## config.mk

```make
export PLATFORM = sky130hd
export DESIGN_NAME = lsu_top
export DESIGN_NICKNAME = d
export VERILOG_FILES = /design/src/logic/lsu_isa_pkg.sv /design/src/logic/lsu_bus_pkg.sv /design/src/logic/lsu_issue_decode.sv /design/src/logic/lsu_ctrl.sv /design/src/logic/lsu_store_format.sv /design/src/logic/lsu_load_extract.sv /design/src/logic/lsu_top.sv
export SDC_FILE = /design/constraint.sdc
export NUM_CORES = 1
export LEC_CHECK = 0
export BUFFER_PORTS_ARGS = -buffer_cell sky130_fd_sc_hd__buf_2
export CELL_PAD_IN_SITES_DETAIL_PLACEMENT = 0
export CELL_PAD_IN_SITES_GLOBAL_PLACEMENT = 1
export CORE_ASPECT_RATIO = 1.5
export CORE_MARGIN = 8
export CORE_UTILIZATION = 28
export DETAILED_ROUTE_END_ITERATION = 12
export PLACE_DENSITY = 0.83
export SYNTH_ARGS = -nofsm -noshare
export SYNTH_HDL_FRONTEND = slang
export SYNTH_SLANG_ARGS = --single-unit
```

## constraint.sdc

```tcl
create_clock -name clk -period 3.3 [get_ports clk]
set_clock_uncertainty 0.1 [all_clocks]
set_input_delay 0.66 -clock clk [delete_from_list [all_inputs] [get_ports clk]]
set_output_delay 0.66 -clock clk [all_outputs]
set_load 0.01 [all_outputs]
```

## src/logic/lsu_isa_pkg.sv

```systemverilog
package lsu_isa_pkg;

   // ========================================
   // register file
   // ========================================

   localparam int REG_IDX_W = 5;

   // destination register index carried with the operation
   typedef logic [REG_IDX_W-1:0] reg_idx_t;

   // ========================================
   // load/store opcodes
   // ========================================

   // loads first, then stores
   typedef enum logic [3:0] {
      LD_B  = 4'd0,
      LD_BU = 4'd1,
      LD_H  = 4'd2,
      LD_HU = 4'd3,
      LD_W  = 4'd4,
      ST_B  = 4'd5,
      ST_H  = 4'd6,
      ST_W  = 4'd7
   } lsu_op_e;

   // access width of one operation
   typedef enum logic [1:0] {
      SZ_BYTE = 2'd0,
      SZ_HALF = 2'd1,
      SZ_WORD = 2'd2
   } acc_size_e;

endpackage

```

## src/logic/lsu_bus_pkg.sv

```systemverilog
package lsu_bus_pkg;

   // general register width
   localparam int GRLEN = 32;

   // BIU data beat, two words wide
   localparam int BEAT_W = 64;
   localparam int STRB_W = BEAT_W / 8;

   typedef logic [GRLEN-1:0]  addr_t;
   typedef logic [GRLEN-1:0]  word_t;

   // one beat on the BIU data path
   typedef logic [BEAT_W-1:0] beat_t;

   // byte enables of one beat
   typedef logic [STRB_W-1:0] strb_t;

endpackage

```

## src/logic/lsu_issue_decode.sv

```systemverilog
module lsu_issue_decode (
   input  lsu_isa_pkg::lsu_op_e   lsu_op,
   input  lsu_bus_pkg::addr_t     base,
   input  lsu_bus_pkg::addr_t     offset,
   output lsu_bus_pkg::addr_t     addr,
   output lsu_isa_pkg::acc_size_e acc_size,
   output logic                   is_unsigned,
   output logic                   is_store,
   output logic                   misaligned
);

   import lsu_isa_pkg::*;
   import lsu_bus_pkg::*;

   addr_t sum;

   // effective address
   assign sum  = base + offset;
   assign addr = sum;

   // opcode to size, signedness, direction
   always_comb begin
      acc_size    = SZ_WORD;
      is_unsigned = 1'b0;
      is_store    = 1'b0;
      case (lsu_op)
         LD_B: begin
            acc_size = SZ_BYTE;
         end
         LD_BU: begin
            acc_size    = SZ_BYTE;
            is_unsigned = 1'b1;
         end
         LD_H: begin
            acc_size = SZ_HALF;
         end
         LD_HU: begin
            acc_size    = SZ_HALF;
            is_unsigned = 1'b1;
         end
         LD_W: begin
            acc_size = SZ_WORD;
         end
         ST_B: begin
            acc_size = SZ_BYTE;
            is_store = 1'b1;
         end
         ST_H: begin
            acc_size = SZ_HALF;
            is_store = 1'b1;
         end
         ST_W: begin
            acc_size = SZ_WORD;
            is_store = 1'b1;
         end
         default: begin
            acc_size = SZ_WORD;
         end
      endcase
   end

   // halfword needs bit 0 clear, word needs bits 1:0 clear
   assign misaligned = ((acc_size == SZ_HALF) && sum[0]) ||
                       ((acc_size == SZ_WORD) && (sum[1:0] != 2'b00));

endmodule

```

## src/logic/lsu_ctrl.sv

```systemverilog
module lsu_ctrl (
   input  logic                   clk,
   input  logic                   rst_n,
   input  logic                   valid_e,
   input  lsu_bus_pkg::addr_t     addr_e,
   input  lsu_isa_pkg::acc_size_e acc_size_e,
   input  logic                   is_unsigned_e,
   input  logic                   is_store_e,
   input  logic                   misaligned_e,
   input  lsu_bus_pkg::word_t     wdata_e,
   input  lsu_isa_pkg::reg_idx_t  rd_e,
   input  logic                   wen_e,
   input  logic                   rd_ack,
   input  logic                   wr_ack,
   input  logic                   data_valid,
   input  logic                   write_done,
   output logic                   ready,
   output logic                   ale_e,
   output lsu_bus_pkg::addr_t     addr_m,
   output lsu_isa_pkg::acc_size_e acc_size_m,
   output logic                   is_unsigned_m,
   output lsu_bus_pkg::word_t     wdata_m,
   output logic                   rd_req,
   output logic                   wr_req,
   output logic                   finish_m,
   output lsu_isa_pkg::reg_idx_t  rd_m,
   output logic                   wen_m
);

   import lsu_isa_pkg::*;
   import lsu_bus_pkg::*;

   typedef enum logic [2:0] {
      S_IDLE,
      S_RD_REQ,
      S_RD_WAIT,
      S_WR_REQ,
      S_WR_WAIT,
      S_ALE
   } state_e;

   state_e   state;
   state_e   state_nxt;
   logic     accept;
   addr_t    addr_q;
   word_t    wdata_q;
   reg_idx_t rd_q;

   // one operation in flight, new one only from idle
   assign ready  = (state == S_IDLE);
   assign accept = valid_e & ready;

   // address error only counts with an accepted op
   assign ale_e = accept & misaligned_e;

   // ========================================
   // state machine
   // ========================================

   always_comb begin
      state_nxt = state;
      case (state)
         S_IDLE: begin
            if (accept) begin
               if (misaligned_e)
                  state_nxt = S_ALE;
               else if (is_store_e)
                  state_nxt = S_WR_REQ;
               else
                  state_nxt = S_RD_REQ;
            end
         end
         S_RD_REQ:  if (rd_ack) state_nxt = S_RD_WAIT;
         S_RD_WAIT: if (data_valid) state_nxt = S_IDLE;
         S_WR_REQ:  if (wr_ack) state_nxt = S_WR_WAIT;
         S_WR_WAIT: if (write_done) state_nxt = S_IDLE;
         // no bus traffic, finish next cycle
         S_ALE:     state_nxt = S_IDLE;
         default:   state_nxt = S_IDLE;
      endcase
   end

   always_ff @(posedge clk) begin
      if (!rst_n)
         state <= S_IDLE;
      else
         state <= state_nxt;
   end

   // ========================================
   // execute to memory stage capture
   // ========================================

   always_ff @(posedge clk) begin
      if (accept) begin
         addr_q        <= addr_e;
         acc_size_m    <= acc_size_e;
         is_unsigned_m <= is_unsigned_e;
         wdata_q       <= wdata_e;
         rd_q          <= rd_e;
         wen_m         <= wen_e;
      end
   end

   assign addr_m  = addr_q;
   assign wdata_m = wdata_q;
   assign rd_m    = rd_q;

   // requests held until ack, operands stay put meanwhile
   assign rd_req = (state == S_RD_REQ);
   assign wr_req = (state == S_WR_REQ);

   assign finish_m = ((state == S_RD_WAIT) & data_valid) |
                     ((state == S_WR_WAIT) & write_done) |
                     (state == S_ALE);

endmodule

```

## src/logic/lsu_store_format.sv

```systemverilog
module lsu_store_format (
   input  logic [2:0]             addr_low,
   input  lsu_isa_pkg::acc_size_e acc_size,
   input  lsu_bus_pkg::word_t     wdata,
   output lsu_bus_pkg::beat_t     beat_data,
   output lsu_bus_pkg::strb_t     beat_strb
);

   import lsu_isa_pkg::*;
   import lsu_bus_pkg::*;

   word_t                   lane_data;
   logic [STRB_W/2-1:0]     lane_strb;

   // replicate narrow data so every byte lane sees it
   always_comb begin
      case (acc_size)
         SZ_BYTE: begin
            lane_data = {4{wdata[7:0]}};
            lane_strb = 4'b0001 << addr_low[1:0];
         end
         SZ_HALF: begin
            lane_data = {2{wdata[15:0]}};
            lane_strb = 4'b0011 << addr_low[1:0];
         end
         default: begin
            lane_data = wdata;
            lane_strb = 4'b1111;
         end
      endcase
   end

   // bit 2 picks the upper word of the beat
   assign beat_data = addr_low[2] ? {lane_data, {GRLEN{1'b0}}} :
                                    {{GRLEN{1'b0}}, lane_data};
   assign beat_strb = addr_low[2] ? {lane_strb, {(STRB_W/2){1'b0}}} :
                                    {{(STRB_W/2){1'b0}}, lane_strb};

endmodule

```

## src/logic/lsu_load_extract.sv

```systemverilog
module lsu_load_extract (
   input  logic [2:0]             addr_low,
   input  lsu_isa_pkg::acc_size_e acc_size,
   input  logic                   is_unsigned,
   input  lsu_bus_pkg::beat_t     beat,
   output lsu_bus_pkg::word_t     result
);

   import lsu_isa_pkg::*;
   import lsu_bus_pkg::*;

   word_t       word_sel;
   logic [7:0]  byte_sel;
   logic [15:0] half_sel;
   logic        sign_b;
   logic        sign_h;

   // upper or lower word of the returned beat
   assign word_sel = addr_low[2] ? beat[BEAT_W-1:GRLEN] : beat[GRLEN-1:0];

   // byte at any offset, halfword at 0 or 2
   assign byte_sel = word_sel[8*addr_low[1:0] +: 8];
   assign half_sel = word_sel[16*addr_low[1] +: 16];

   // sign bits, forced to 0 for the unsigned loads
   assign sign_b = byte_sel[7] & ~is_unsigned;
   assign sign_h = half_sel[15] & ~is_unsigned;

   always_comb begin
      case (acc_size)
         SZ_BYTE: result = {{(GRLEN-8){sign_b}}, byte_sel};
         SZ_HALF: result = {{(GRLEN-16){sign_h}}, half_sel};
         default: result = word_sel;
      endcase
   end

endmodule

```

## src/logic/lsu_top.sv

```systemverilog
module lsu_top (
   input  logic                  clk,
   input  logic                  rst_n,

   // pipeline, execute stage
   input  logic                  valid_e,
   input  lsu_isa_pkg::lsu_op_e  lsu_op,
   input  lsu_bus_pkg::addr_t    base,
   input  lsu_bus_pkg::addr_t    offset,
   input  lsu_bus_pkg::word_t    wdata,
   input  lsu_isa_pkg::reg_idx_t ecl_lsu_rd_e,
   input  logic                  ecl_lsu_wen_e,
   output logic                  lsu_ready,
   output logic                  lsu_ecl_ale_e,
   output lsu_bus_pkg::addr_t    lsu_csr_badv_e,

   // pipeline, memory stage
   output logic                  lsu_finish_m,
   output lsu_bus_pkg::word_t    read_result_m,
   output lsu_isa_pkg::reg_idx_t lsu_ecl_rd_m,
   output logic                  lsu_ecl_wen_m,

   // BIU read channel
   output logic                  lsu_biu_rd_req,
   output lsu_bus_pkg::addr_t    lsu_biu_rd_addr,
   input  logic                  biu_lsu_rd_ack,
   input  logic                  biu_lsu_data_valid,
   input  lsu_bus_pkg::beat_t    biu_lsu_data,

   // BIU write channel
   output logic                  lsu_biu_wr_req,
   output lsu_bus_pkg::addr_t    lsu_biu_wr_addr,
   output lsu_bus_pkg::beat_t    lsu_biu_wr_data,
   output lsu_bus_pkg::strb_t    lsu_biu_wr_strb,
   input  logic                  biu_lsu_wr_ack,
   input  logic                  biu_lsu_write_done
);

   import lsu_isa_pkg::*;
   import lsu_bus_pkg::*;

   addr_t     addr_e;
   acc_size_e dec_size;
   logic      dec_unsigned;
   logic      dec_store;
   logic      dec_misaligned;

   addr_t     addr_m;
   acc_size_e size_m;
   logic      unsigned_m;
   word_t     wdata_m;

   lsu_issue_decode u_decode (
      .lsu_op      (lsu_op),
      .base        (base),
      .offset      (offset),
      .addr        (addr_e),
      .acc_size    (dec_size),
      .is_unsigned (dec_unsigned),
      .is_store    (dec_store),
      .misaligned  (dec_misaligned)
   );

   lsu_ctrl u_ctrl (
      .clk           (clk),
      .rst_n         (rst_n),
      .valid_e       (valid_e),
      .addr_e        (addr_e),
      .acc_size_e    (dec_size),
      .is_unsigned_e (dec_unsigned),
      .is_store_e    (dec_store),
      .misaligned_e  (dec_misaligned),
      .wdata_e       (wdata),
      .rd_e          (ecl_lsu_rd_e),
      .wen_e         (ecl_lsu_wen_e),
      .rd_ack        (biu_lsu_rd_ack),
      .wr_ack        (biu_lsu_wr_ack),
      .data_valid    (biu_lsu_data_valid),
      .write_done    (biu_lsu_write_done),
      .ready         (lsu_ready),
      .ale_e         (lsu_ecl_ale_e),
      .addr_m        (addr_m),
      .acc_size_m    (size_m),
      .is_unsigned_m (unsigned_m),
      .wdata_m       (wdata_m),
      .rd_req        (lsu_biu_rd_req),
      .wr_req        (lsu_biu_wr_req),
      .finish_m      (lsu_finish_m),
      .rd_m          (lsu_ecl_rd_m),
      .wen_m         (lsu_ecl_wen_m)
   );

   lsu_store_format u_store_fmt (
      .addr_low  (addr_m[2:0]),
      .acc_size  (size_m),
      .wdata     (wdata_m),
      .beat_data (lsu_biu_wr_data),
      .beat_strb (lsu_biu_wr_strb)
   );

   lsu_load_extract u_load_ext (
      .addr_low    (addr_m[2:0]),
      .acc_size    (size_m),
      .is_unsigned (unsigned_m),
      .beat        (biu_lsu_data),
      .result      (read_result_m)
   );

   // both channels share the captured address
   assign lsu_biu_rd_addr = addr_m;
   assign lsu_biu_wr_addr = addr_m;
   assign lsu_csr_badv_e  = addr_e;

endmodule

```

==> results of run 1 <==
==> power by group <==
| group | switching [µW] | internal (µW) | total (µW) |
|---|---|---|---|
| logic | 1370 | 1100 | 2470 |
| registers | 111 | 1260 | 1370 |
| clock network | 465 | 755 | 1220 |
==> layout make-up <==
class                           count  share of cell area, %
Antenna cell                        5                  0.120
Clock buffer                        9                   2.16
Clock inverter                      7                   1.25
Inverter                           17                  0.625
Multi-Input combinational cell    564                   42.5
Sequential cell                    76                   21.6
Tap cell                          280                   3.36
Timing Repair Buffer              505                   28.3
==> per-layer routing <==
layer / up-vias / share of wire (%)
met5: - / 0.094
met4: 4 / 3.9
met3: 65 / 8.7
met2: 367 / 52
met1: 3421 / 36
li1: 3541 / -
==> sequential cells by signal, indices dropped and copies added, names as in the netlist <==
name                  count
u_ctrl.state              3
u_ctrl.rd_m               5
u_ctrl.is_unsigned_m      1
u_ctrl.wen_m              1
u_ctrl.addr_m            32
u_ctrl.wdata_m           32
u_ctrl.acc_size_m         2
==> path summary, 6_finish.rpt <==
path	from	end	slack, ns	cells after the start
max	base[0]	lsu_csr_badv_e[24]	-0.16	10
min	wdata[21]	u_ctrl.wdata_m[21]$_DFFE_PP_	0.37	1
max reg2reg	u_ctrl.state[0]$_SDFFE_PN0P_	u_ctrl.state[2]$_SDFFE_PN0P_	1.41	6
min reg2reg	u_ctrl.state[0]$_SDFFE_PN0P_	u_ctrl.state[0]$_SDFFE_PN0P_	0.53	2
==> per-stage QoR <==
stage                     cell area (µm²)  util, %  TNS (ns)
after floorplan                      6550        -         0
after global placement               9160     39.9     -5.82
after detailed placement             9160     39.9     -6.49
after CTS                           10200     44.4    -0.753
after global routing                10400     45.3     -1.97
final                               10400     45.3    -0.760
==> what timing repair did <==
action | 4_1_cts | 5_1_grt
resized for setup | 94 | 28
setup endpoints to repair | 23 | 18
pin swaps | 30 | 33
buffers inserted | 12 | 6
==> cell families after synthesis <==
kind of cell	count (synthesis)	synth area share [%]
AO/OA/AOI/OAI	208	20.6
XOR/XNOR	27	3.61
adder cells (fa/ha/maj)	32	6.23
buffers and inverters	98	8.18
flip-flops	76	34.4
multiplexers	59	9.53
AND/OR/NAND/NOR	238	17.5
==> cell usage in the layout, fill, tap and decap left out, types with 4 or more instances in the layout <==
cell       Yosys  routed
a21oi_2        1       7
nor2_1        72      69
nand2_2        1       4
xnor2_2        0       9
nor2b_1       40      40
nand3_1        9       7
ha_4           0      19
o22ai_1       21      19
edfxtp_1      73      73
a211oi_1       7       5
o211ai_1       4       4
a21oi_1       61      51
a21oi_4        0       4
and2_1         9       9
nand2_1       70      65
buf_2         13     375
buf_4         34     111
ha_1          31      11
mux2i_1       41      41
nor3_1         4       4
buf_6          3      16
nand2b_1       5       5
inv_1         17      16
nand4_1        9       9
o221ai_1       9       9
mux2_2        17      17
diode_2        0       5
a21o_1        12      12
xnor2_1       20      11
clkbuf_16      0       9
o21ai_0       51      47
==> metrics, run 1 <==
Tmin final 3.46 ns; P_leak ~0.0048 µW; fill count ~2200; post-synthesis net count between 900 and 1000; worst slew pin tran roughly 0.73 ns; initial antenna violation count 8; antenna viol nets, final 0; pre-CTS WS -0.504 ns; die area around 0.029 mm²; Synth area leader edfxtp_1; GRT busiest layer met2; share of layout cells above drive strength 1 a little over half; Die X around 140 µm; syn avg cell area about 8.9 µm²; vias in the first global route around 7800; share of the synthesized area in the top cell type around a third; TritonCTS Buffers 9; CP max-delay cell fa_2; largest net degree at the start of global routing 78; Max Freq between 0.2 and 0.3 GHz; TritonRoute pass-1 iters 5; crit-path max cell delay a little under 0.4 ns; ys flop type edfxtp_1; Req. time, crit path between 2 and 3 ns; CTS tree built; Ports between 300 and 400; nets@finish between 1000 and 1500; Fin Hold WS 0.369 ns; first-pass GRT wire length ~43 mm; failing checks negative setup slack; FFs w/ async S/R, synth 0%; Max H-tree Level 3; Setup-failing EPs final 10; DRT Wirelength slightly below 30 mm; CTS Buffer Depth 2; Root Buffer clkbuf_16; Final HPWL DP between 20 and 25 mm; status finished with violations; Initial DRC Count approximately 380; Synth area leaders edfxtp_1, mux2i_1, ha_1, a21oi_1, nor2_1; CP Cell Sequence buf_6 -> ha_4 -> fa_2 -> a21oi_4 -> o22ai_2 -> o211ai_1 -> nand3_2 -> a31oi_4 -> xnor2_2 -> buf_2; CP Max Fanout 4; Final Hold Fails 0; cell area after synthesis about 0.0065 mm²; Layout area overhead 59.0%; synth unique cells 71; gr usage total 19.1%; peak supply drop about 0.28 mV; total number of vias roughly 7400; CTS Hold Bufs 0; top cells by count, synth edfxtp_1, nor2_1, nand2_1, a21oi_1, o21ai_0; Core Region 0.0230 mm²; Slew Limit Fails 0; met2 Track Usage GR between 30% and 40%; Reg area 0.00225 mm²; Global Route met1 Usage 18.8%; final worst slack -0.164 ns; sequential-to-total area share from yosys stat between 30% and 40%; CP bufs+invs 2; Placer Congestion ~0.9; Rows 68; Post-Syn Instances between 700 and 800; Worst Setup End Kind output port; Non-Filler Instances approximately 1500; Rel. slew slack about half; total power draw 5060 µW; Synth Register Bits 76; vias per inst roughly 5.1; CP arrival roughly 2.7 ns; EDFF count, synth between 70 and 80; Cells after DPL between 1000 and 1500; RSZ-0062 raised after global routing yes; Power per Cell Area a little under 500 mW/mm²; die height roughly 200 µm; Top delay family on crit path compound AO/OA/AOI/OAI gates; met3 usage 5.78%; multi-input logic area roughly 0.0044 mm²; clock-pin slew on the worst setup and hold paths 0.07 ns; Tcrit/Tclk final 105%; drt wl/cell around 20 µm; element type at the critical path start input pin; top-count cell post-synth edfxtp_1; GRT overflow 0; Initial Util between 20% and 30%; # DRC 0; number of max-cap violations 0; clk_lat worst skew approximately 0.36 ns; # clock sinks 76; synth warn 0; HP Class in -> reg; # port buffers 387; critical path class in -> out
Power figures use the tool's default switching activity.
==> run 2, diff against run 1 <==
--- a/config.mk
+++ b/config.mk
@@ -13,6 +13,7 @@
 export CORE_UTILIZATION = 28
 export DETAILED_ROUTE_END_ITERATION = 12
 export PLACE_DENSITY = 0.83
+export SETUP_SLACK_MARGIN = 0.5
 export SYNTH_ARGS = -nofsm -noshare
 export SYNTH_HDL_FRONTEND = slang
 export SYNTH_SLANG_ARGS = --single-unit
==> run 2 against run 1 <==
Net effect: the run still ends with negative setup slack left; die area did not move; critical path depth increased by 1; combinational power is 21% higher; critical endpoint is now lsu_csr_badv_e[30].
==> metrics, run 2 (synthesis results as in run 1) <==
status finished with violations; failing checks negative setup slack; final core utilization between 50% and 60%; Final HPWL DP approximately 23 mm; Max Used Layer met5; number of max-cap violations 0; Fin Hold WS between 0.3 and 0.4 ns; Comb pwr share approximately 55%; cell-internal power between 3000 and 4000 µW; multi-input logic area around 0.0051 mm²; Seq pwr share between 20% and 30%; CTS Buffer Depth 2; Tmin final between 3 and 4 ns; Power per Cell Area 466 mW/mm²; switching share of power between 30% and 40%; leading cell types in the layout, fill and taps excluded buf_2, buf_4, edfxtp_1; commonest non-fill, non-tap cell in the layout buf_2; Layout area overhead 77.3%; Tcrit/Tclk final 105%; first-pass GRT wire length around 45 mm; vias per inst approximately 5; Setup-failing EPs final 13; Ports 388; peak supply drop around 0.28 mV; Reg area roughly 0.0023 mm²; Non-Filler Instances around 1500; Die X 141 µm; Clock Power Share approximately 20%; Slew Limit Fails 0; element type at the critical path start input pin; Rows 68; antenna viol nets, final 0; die area ~0.029 mm²; CP Max Fanout 3; # clock sinks 76; wire length on met2 between 15 and 20 mm; total number of vias roughly 7600; Root Buffer clkbuf_16; Max H-tree Level 3; Design Area, Final ~0.012 mm²; HP Class in -> reg; TritonRoute pass-1 iters 5; Final Hold Fails 0; vias in the first global route approximately 8100; nets@finish 1407; RSZ-0062 raised after global routing yes; switching power around 2100 µW; die height ~200 µm; gr usage total about a fifth; Placer Congestion between 0.9 and 1; CP max-delay cell fa_2; Met3 Wirelength around 2.0 mm; GRT overflow 0; Req. time, crit path ~2.5 ns; Metal-1 WL 10.9 mm; # port buffers 387; drt wl/cell approximately 21 µm; worst slew pin tran between 0.7 and 0.8 ns; Area after DPL ~0.0095 mm²; clk_lat worst skew roughly 0.35 ns; share of layout cells above drive strength 1 approximately 62%; Core Region 0.0230 mm²; crit-path max cell delay between 0.3 and 0.4 ns; Rel. slew slack a little under half; initial antenna violation count 5; TritonCTS Buffers 9; critical path class in -> out; final worst slack -0.175 ns; # DRC 0; Initial Util between 20% and 30%; Worst Setup End Kind output port; total power draw roughly 5400 µW; clock-pin slew on the worst setup and hold paths ~0.070 ns; P_leak about 0.0052 µW; CP arrival 2.71 ns; Initial DRC Count approximately 280; CTS tree built; largest net degree at the start of global routing 37; fill count between 2000 and 2500; DRT Wirelength 31.0 mm; CP Cell Sequence buf_6 -> ha_4 -> fa_2 -> a21oi_4 -> buf_4 -> o211ai_1 -> a21oi_2 -> o31ai_4 -> a211oi_4 -> xnor2_2 -> buf_2; Cells after DPL roughly 1400; Max Freq approximately 0.29 GHz
[run 2: cell types whose count changed in the layout (fill, tap and decap cells not counted), moves of 12 or more]
cell     delta
a21oi_1    -14
a21oi_2    +12
buf_2      -26
buf_6      +31
mux2_2     -14
mux2_4     +14
mux2i_1    -15
o21ai_0    -31
o21ai_1    +14
o21ai_2    +18
[run 2: layer usage]
layer | global-route usage, % | vias up
met5 | 0 | -
met2 | 37.9 | 339
met1 | 19.7 | 3604
met3 | 5.31 | 78
met4 | 11.4 | 4
li1 | - | 3593
[run 2: critical path: cells and delay by family]
kind,cells,cell delay [ns]
AO/OA/AOI/OAI,5,0.95
XOR/XNOR,1,0.17
adder cells (fa/ha/maj),2,0.54
buffers and inverters,3,0.39
[run 2: repair_timing]
item | in CTS | in global routing
pin swaps | 55 | 54
cloned | 6 | 1
buffers inserted | 25 | 25
hold buffers | 0 | 0
setup endpoints to repair | 74 | 75
resized for setup | 191 | 95
[run 2: power groups by stage]
stage          clock network, µW  registers (µW)  logic [µW]
2_1_floorplan                  0            1380        1370
3_3_place_gp                   0            1390        2300
3_5_place_dp                   0            1390        2320
4_1_cts                     1080            1370        2710
5_1_grt                     1110            1390        3180
6_report                    1060            1370        2980
[run 2: metrics by stage]
step | setup WS [ns] | setup TNS (ns)
after floorplan | 0.267 | 0
after detailed placement | -0.221 | -2.22
after CTS | -0.196 | -1.37
final | -0.175 | -1.24
after global routing | -0.301 | -2.51
after global placement | -0.221 | -1.90
[run 2: final timing paths]
kind	slack (ns)	endpoint	startpoint	cells past startpoint
worst max-delay path	-0.17	lsu_csr_badv_e[30]	offset[0]	11
worst min-delay path	0.37	u_ctrl.wdata_m[20]$_DFFE_PP_	wdata[20]	1
worst max register to register	1.31	u_ctrl.wdata_m[23]$_DFFE_PP_	u_ctrl.state[0]$_SDFFE_PN0P_	4
worst min register to register	0.55	u_ctrl.state[0]$_SDFFE_PN0P_	u_ctrl.state[0]$_SDFFE_PN0P_	2
[run 2: final cells by class]
class                           count  share of cell area, %
Antenna cell                        3                 0.0646
Clock buffer                        9                   1.94
Clock inverter                      7                  0.711
Inverter                           17                  0.582
Multi-Input combinational cell    565                   44.2
Sequential cell                    76                   19.4
Tap cell                          280                   3.02
Timing Repair Buffer              529                   30.1
==> run 3, diff against run 2 <==
--- a/config.mk
+++ b/config.mk
@@ -9,8 +9,8 @@
 export CELL_PAD_IN_SITES_DETAIL_PLACEMENT = 0
 export CELL_PAD_IN_SITES_GLOBAL_PLACEMENT = 1
 export CORE_ASPECT_RATIO = 1.5
-export CORE_MARGIN = 8
 export CORE_UTILIZATION = 28
+export CTS_BUF_LIST = sky130_fd_sc_hd__clkbuf_4 sky130_fd_sc_hd__clkbuf_8 sky130_fd_sc_hd__clkbuf_16
 export DETAILED_ROUTE_END_ITERATION = 12
 export PLACE_DENSITY = 0.83
 export SETUP_SLACK_MARGIN = 0.5
==> run 3 against run 2 <==
Net effect: the flow still finishes with violations (negative setup slack); hold slack worse by 0.0063 ns; global-route usage is 2.5 points higher; total power is 3.7% higher; sequential power hardly changed; clock power is 20% higher; via count is 1.7% higher; cell count is 0.47% higher; register-to-register slack worse by 0.16 ns; critical path depth stayed put; critical path type unchanged; largest power group unchanged.
==> metrics, run 3 (synthesis results as in run 1) <==
TritonCTS Buffers 9; Fin Hold WS ~0.37 ns; peak supply drop between 0.2 and 0.25 mV; worst slew pin tran around 0.89 ns; total number of vias about 7700; Tmin final around 3.5 ns; Area after DPL around 0.0095 mm²; Max Freq between 0.2 and 0.3 GHz; drt wl/cell 19.8 µm; critical path class in -> out; Layout area overhead 78.4%; TritonRoute pass-1 iters 4; initial antenna violation count 4; total negative setup slack -0.962 ns; Root Buffer clkbuf_16; vias per inst 5.19; Initial DRC Count between 200 and 300; die height 189 µm; Slew Limit Fails 0; vias in the first global route around 7600; nets@finish 1416; Initial Util approximately 29%; Power per Cell Area ~480 mW/mm²; CTS Hold Bufs 0; number of max-cap violations 0; RSZ-0062 raised after global routing yes; final worst slack -0.162 ns; share of layout cells above drive strength 1 between 60 and 70%; CTS Buffer Depth 2; clock-pin slew on the worst setup and hold paths ~0.070 ns; clk_lat worst skew between 0.3 and 0.4 ns; Reg area between 0.002 and 0.0025 mm²; Final Hold Fails 0; Design Area, Final about 0.012 mm²; status finished with violations; Rows 68; Placer Congestion just under 0.9; Final HPWL DP slightly above 20 mm; largest net degree at the start of global routing 36; gr usage total a little under a quarter; Tcrit/Tclk final 105%; fill count around 2000; Core Region about 0.023 mm²; Worst Setup End Kind output port; element type at the critical path start input pin; Rel. slew slack about two fifths; DRT Wirelength between 20 and 30 mm; CP arrival ~2.7 ns; # clock sinks 76; Ports between 300 and 400; GRT overflow 0; commonest non-fill, non-tap cell in the layout buf_2; first-pass GRT wire length slightly above 40 mm; # port buffers around 390; failing checks negative setup slack; CTS tree built; antenna viol nets, final 0; # DRC 0; total power draw roughly 5600 µW; Max H-tree Level 3; HP Class in -> reg; P_leak 0.00527 µW; CP Max Fanout 3; Setup-failing EPs final 12; Die X about 130 µm; die area 0.0240 mm²; leading cell types in the layout, fill and taps excluded buf_2, buf_4, edfxtp_1; Req. time, crit path roughly 2.5 ns; multi-input logic area about 0.0052 mm²
## run 3: changes by cell type in the layout (fill, tap and decap cells not counted), moves of 4 or more
cell,before,now
a21oi_2,19,12
a21oi_4,6,12
buf_2,349,355
buf_6,47,54
buf_8,6,1
o21ai_2,21,17
## run 3: power by group
| part | internal (µW) | leakage (µW) | switching [µW] |
|---|---|---|---|
| registers | 1260 | 0.000719 | 118 |
| logic | 1390 | 0.00437 | 1570 |
| clock network | 821 | 0.000180 | 449 |
## run 3: layout make-up
class,count,share of cell area [%]
flip-flops and latches,76,19.3
clock inverters,7,1.25
clock buffers,9,1.93
inverters,17,0.578
well taps,280,3.00
diodes,1,0.0214
multi-input cells,565,44.1
repair buffers,538,29.9
## run 3: what timing repair did
item                       CTS  global route
pin swaps                   63            56
gates resized for setup    178            97
setup endpoints to repair   88            71
hold endpoints to repair     0             0
cloned                       5             0
buffers inserted            30            18
## run 3: final timing paths
| check | from | endpoint | slack (ns) | depth (start not counted) |
|---|---|---|---|---|
| max | base[0] | lsu_csr_badv_e[20] | -0.16 | 11 |
| min | ecl_lsu_rd_e[3] | u_ctrl.rd_m[3]$_DFFE_PP_ | 0.37 | 1 |
| max reg2reg | u_ctrl.state[0]$_SDFFE_PN0P_ | u_ctrl.wdata_m[18]$_DFFE_PP_ | 1.15 | 4 |
| min reg2reg | u_ctrl.state[0]$_SDFFE_PN0P_ | u_ctrl.state[0]$_SDFFE_PN0P_ | 0.57 | 2 |
## run 3: critical path: stages
cell,delay [ns]
buf_8,0.10
ha_4,0.15
fa_2,0.37
a21oi_4,0.18
o22ai_2,0.11
o211ai_1,0.32
nand3_2,0.19
buf_4,0.19
a21oi_4,0.13
xnor2_2,0.14
buf_2,0.16
## run 3: stage by stage
| step | instances | util [%] | worst slack, ns |
|---|---|---|---|
| after floorplan | 738 | - | 0.267 |
| after global placement | 1423 | 41.5 | -0.250 |
| after detailed placement | 1423 | 41.5 | -0.259 |
| after CTS | 1474 | 48.1 | -0.126 |
| after global routing | 1493 | 50.9 | -0.219 |
| final | 1493 | 50.9 | -0.162 |
## run 3: metal layers
layer | global-route usage, % | vias up | share of wire [%]
li1 | - | 3594 | -
met1 | 22.2 | 3653 | 35
met2 | 43.9 | 399 | 54
met3 | 4.24 | 94 | 6.1
met4 | 13.4 | 6 | 4.7
met5 | 0 | - | 0.16
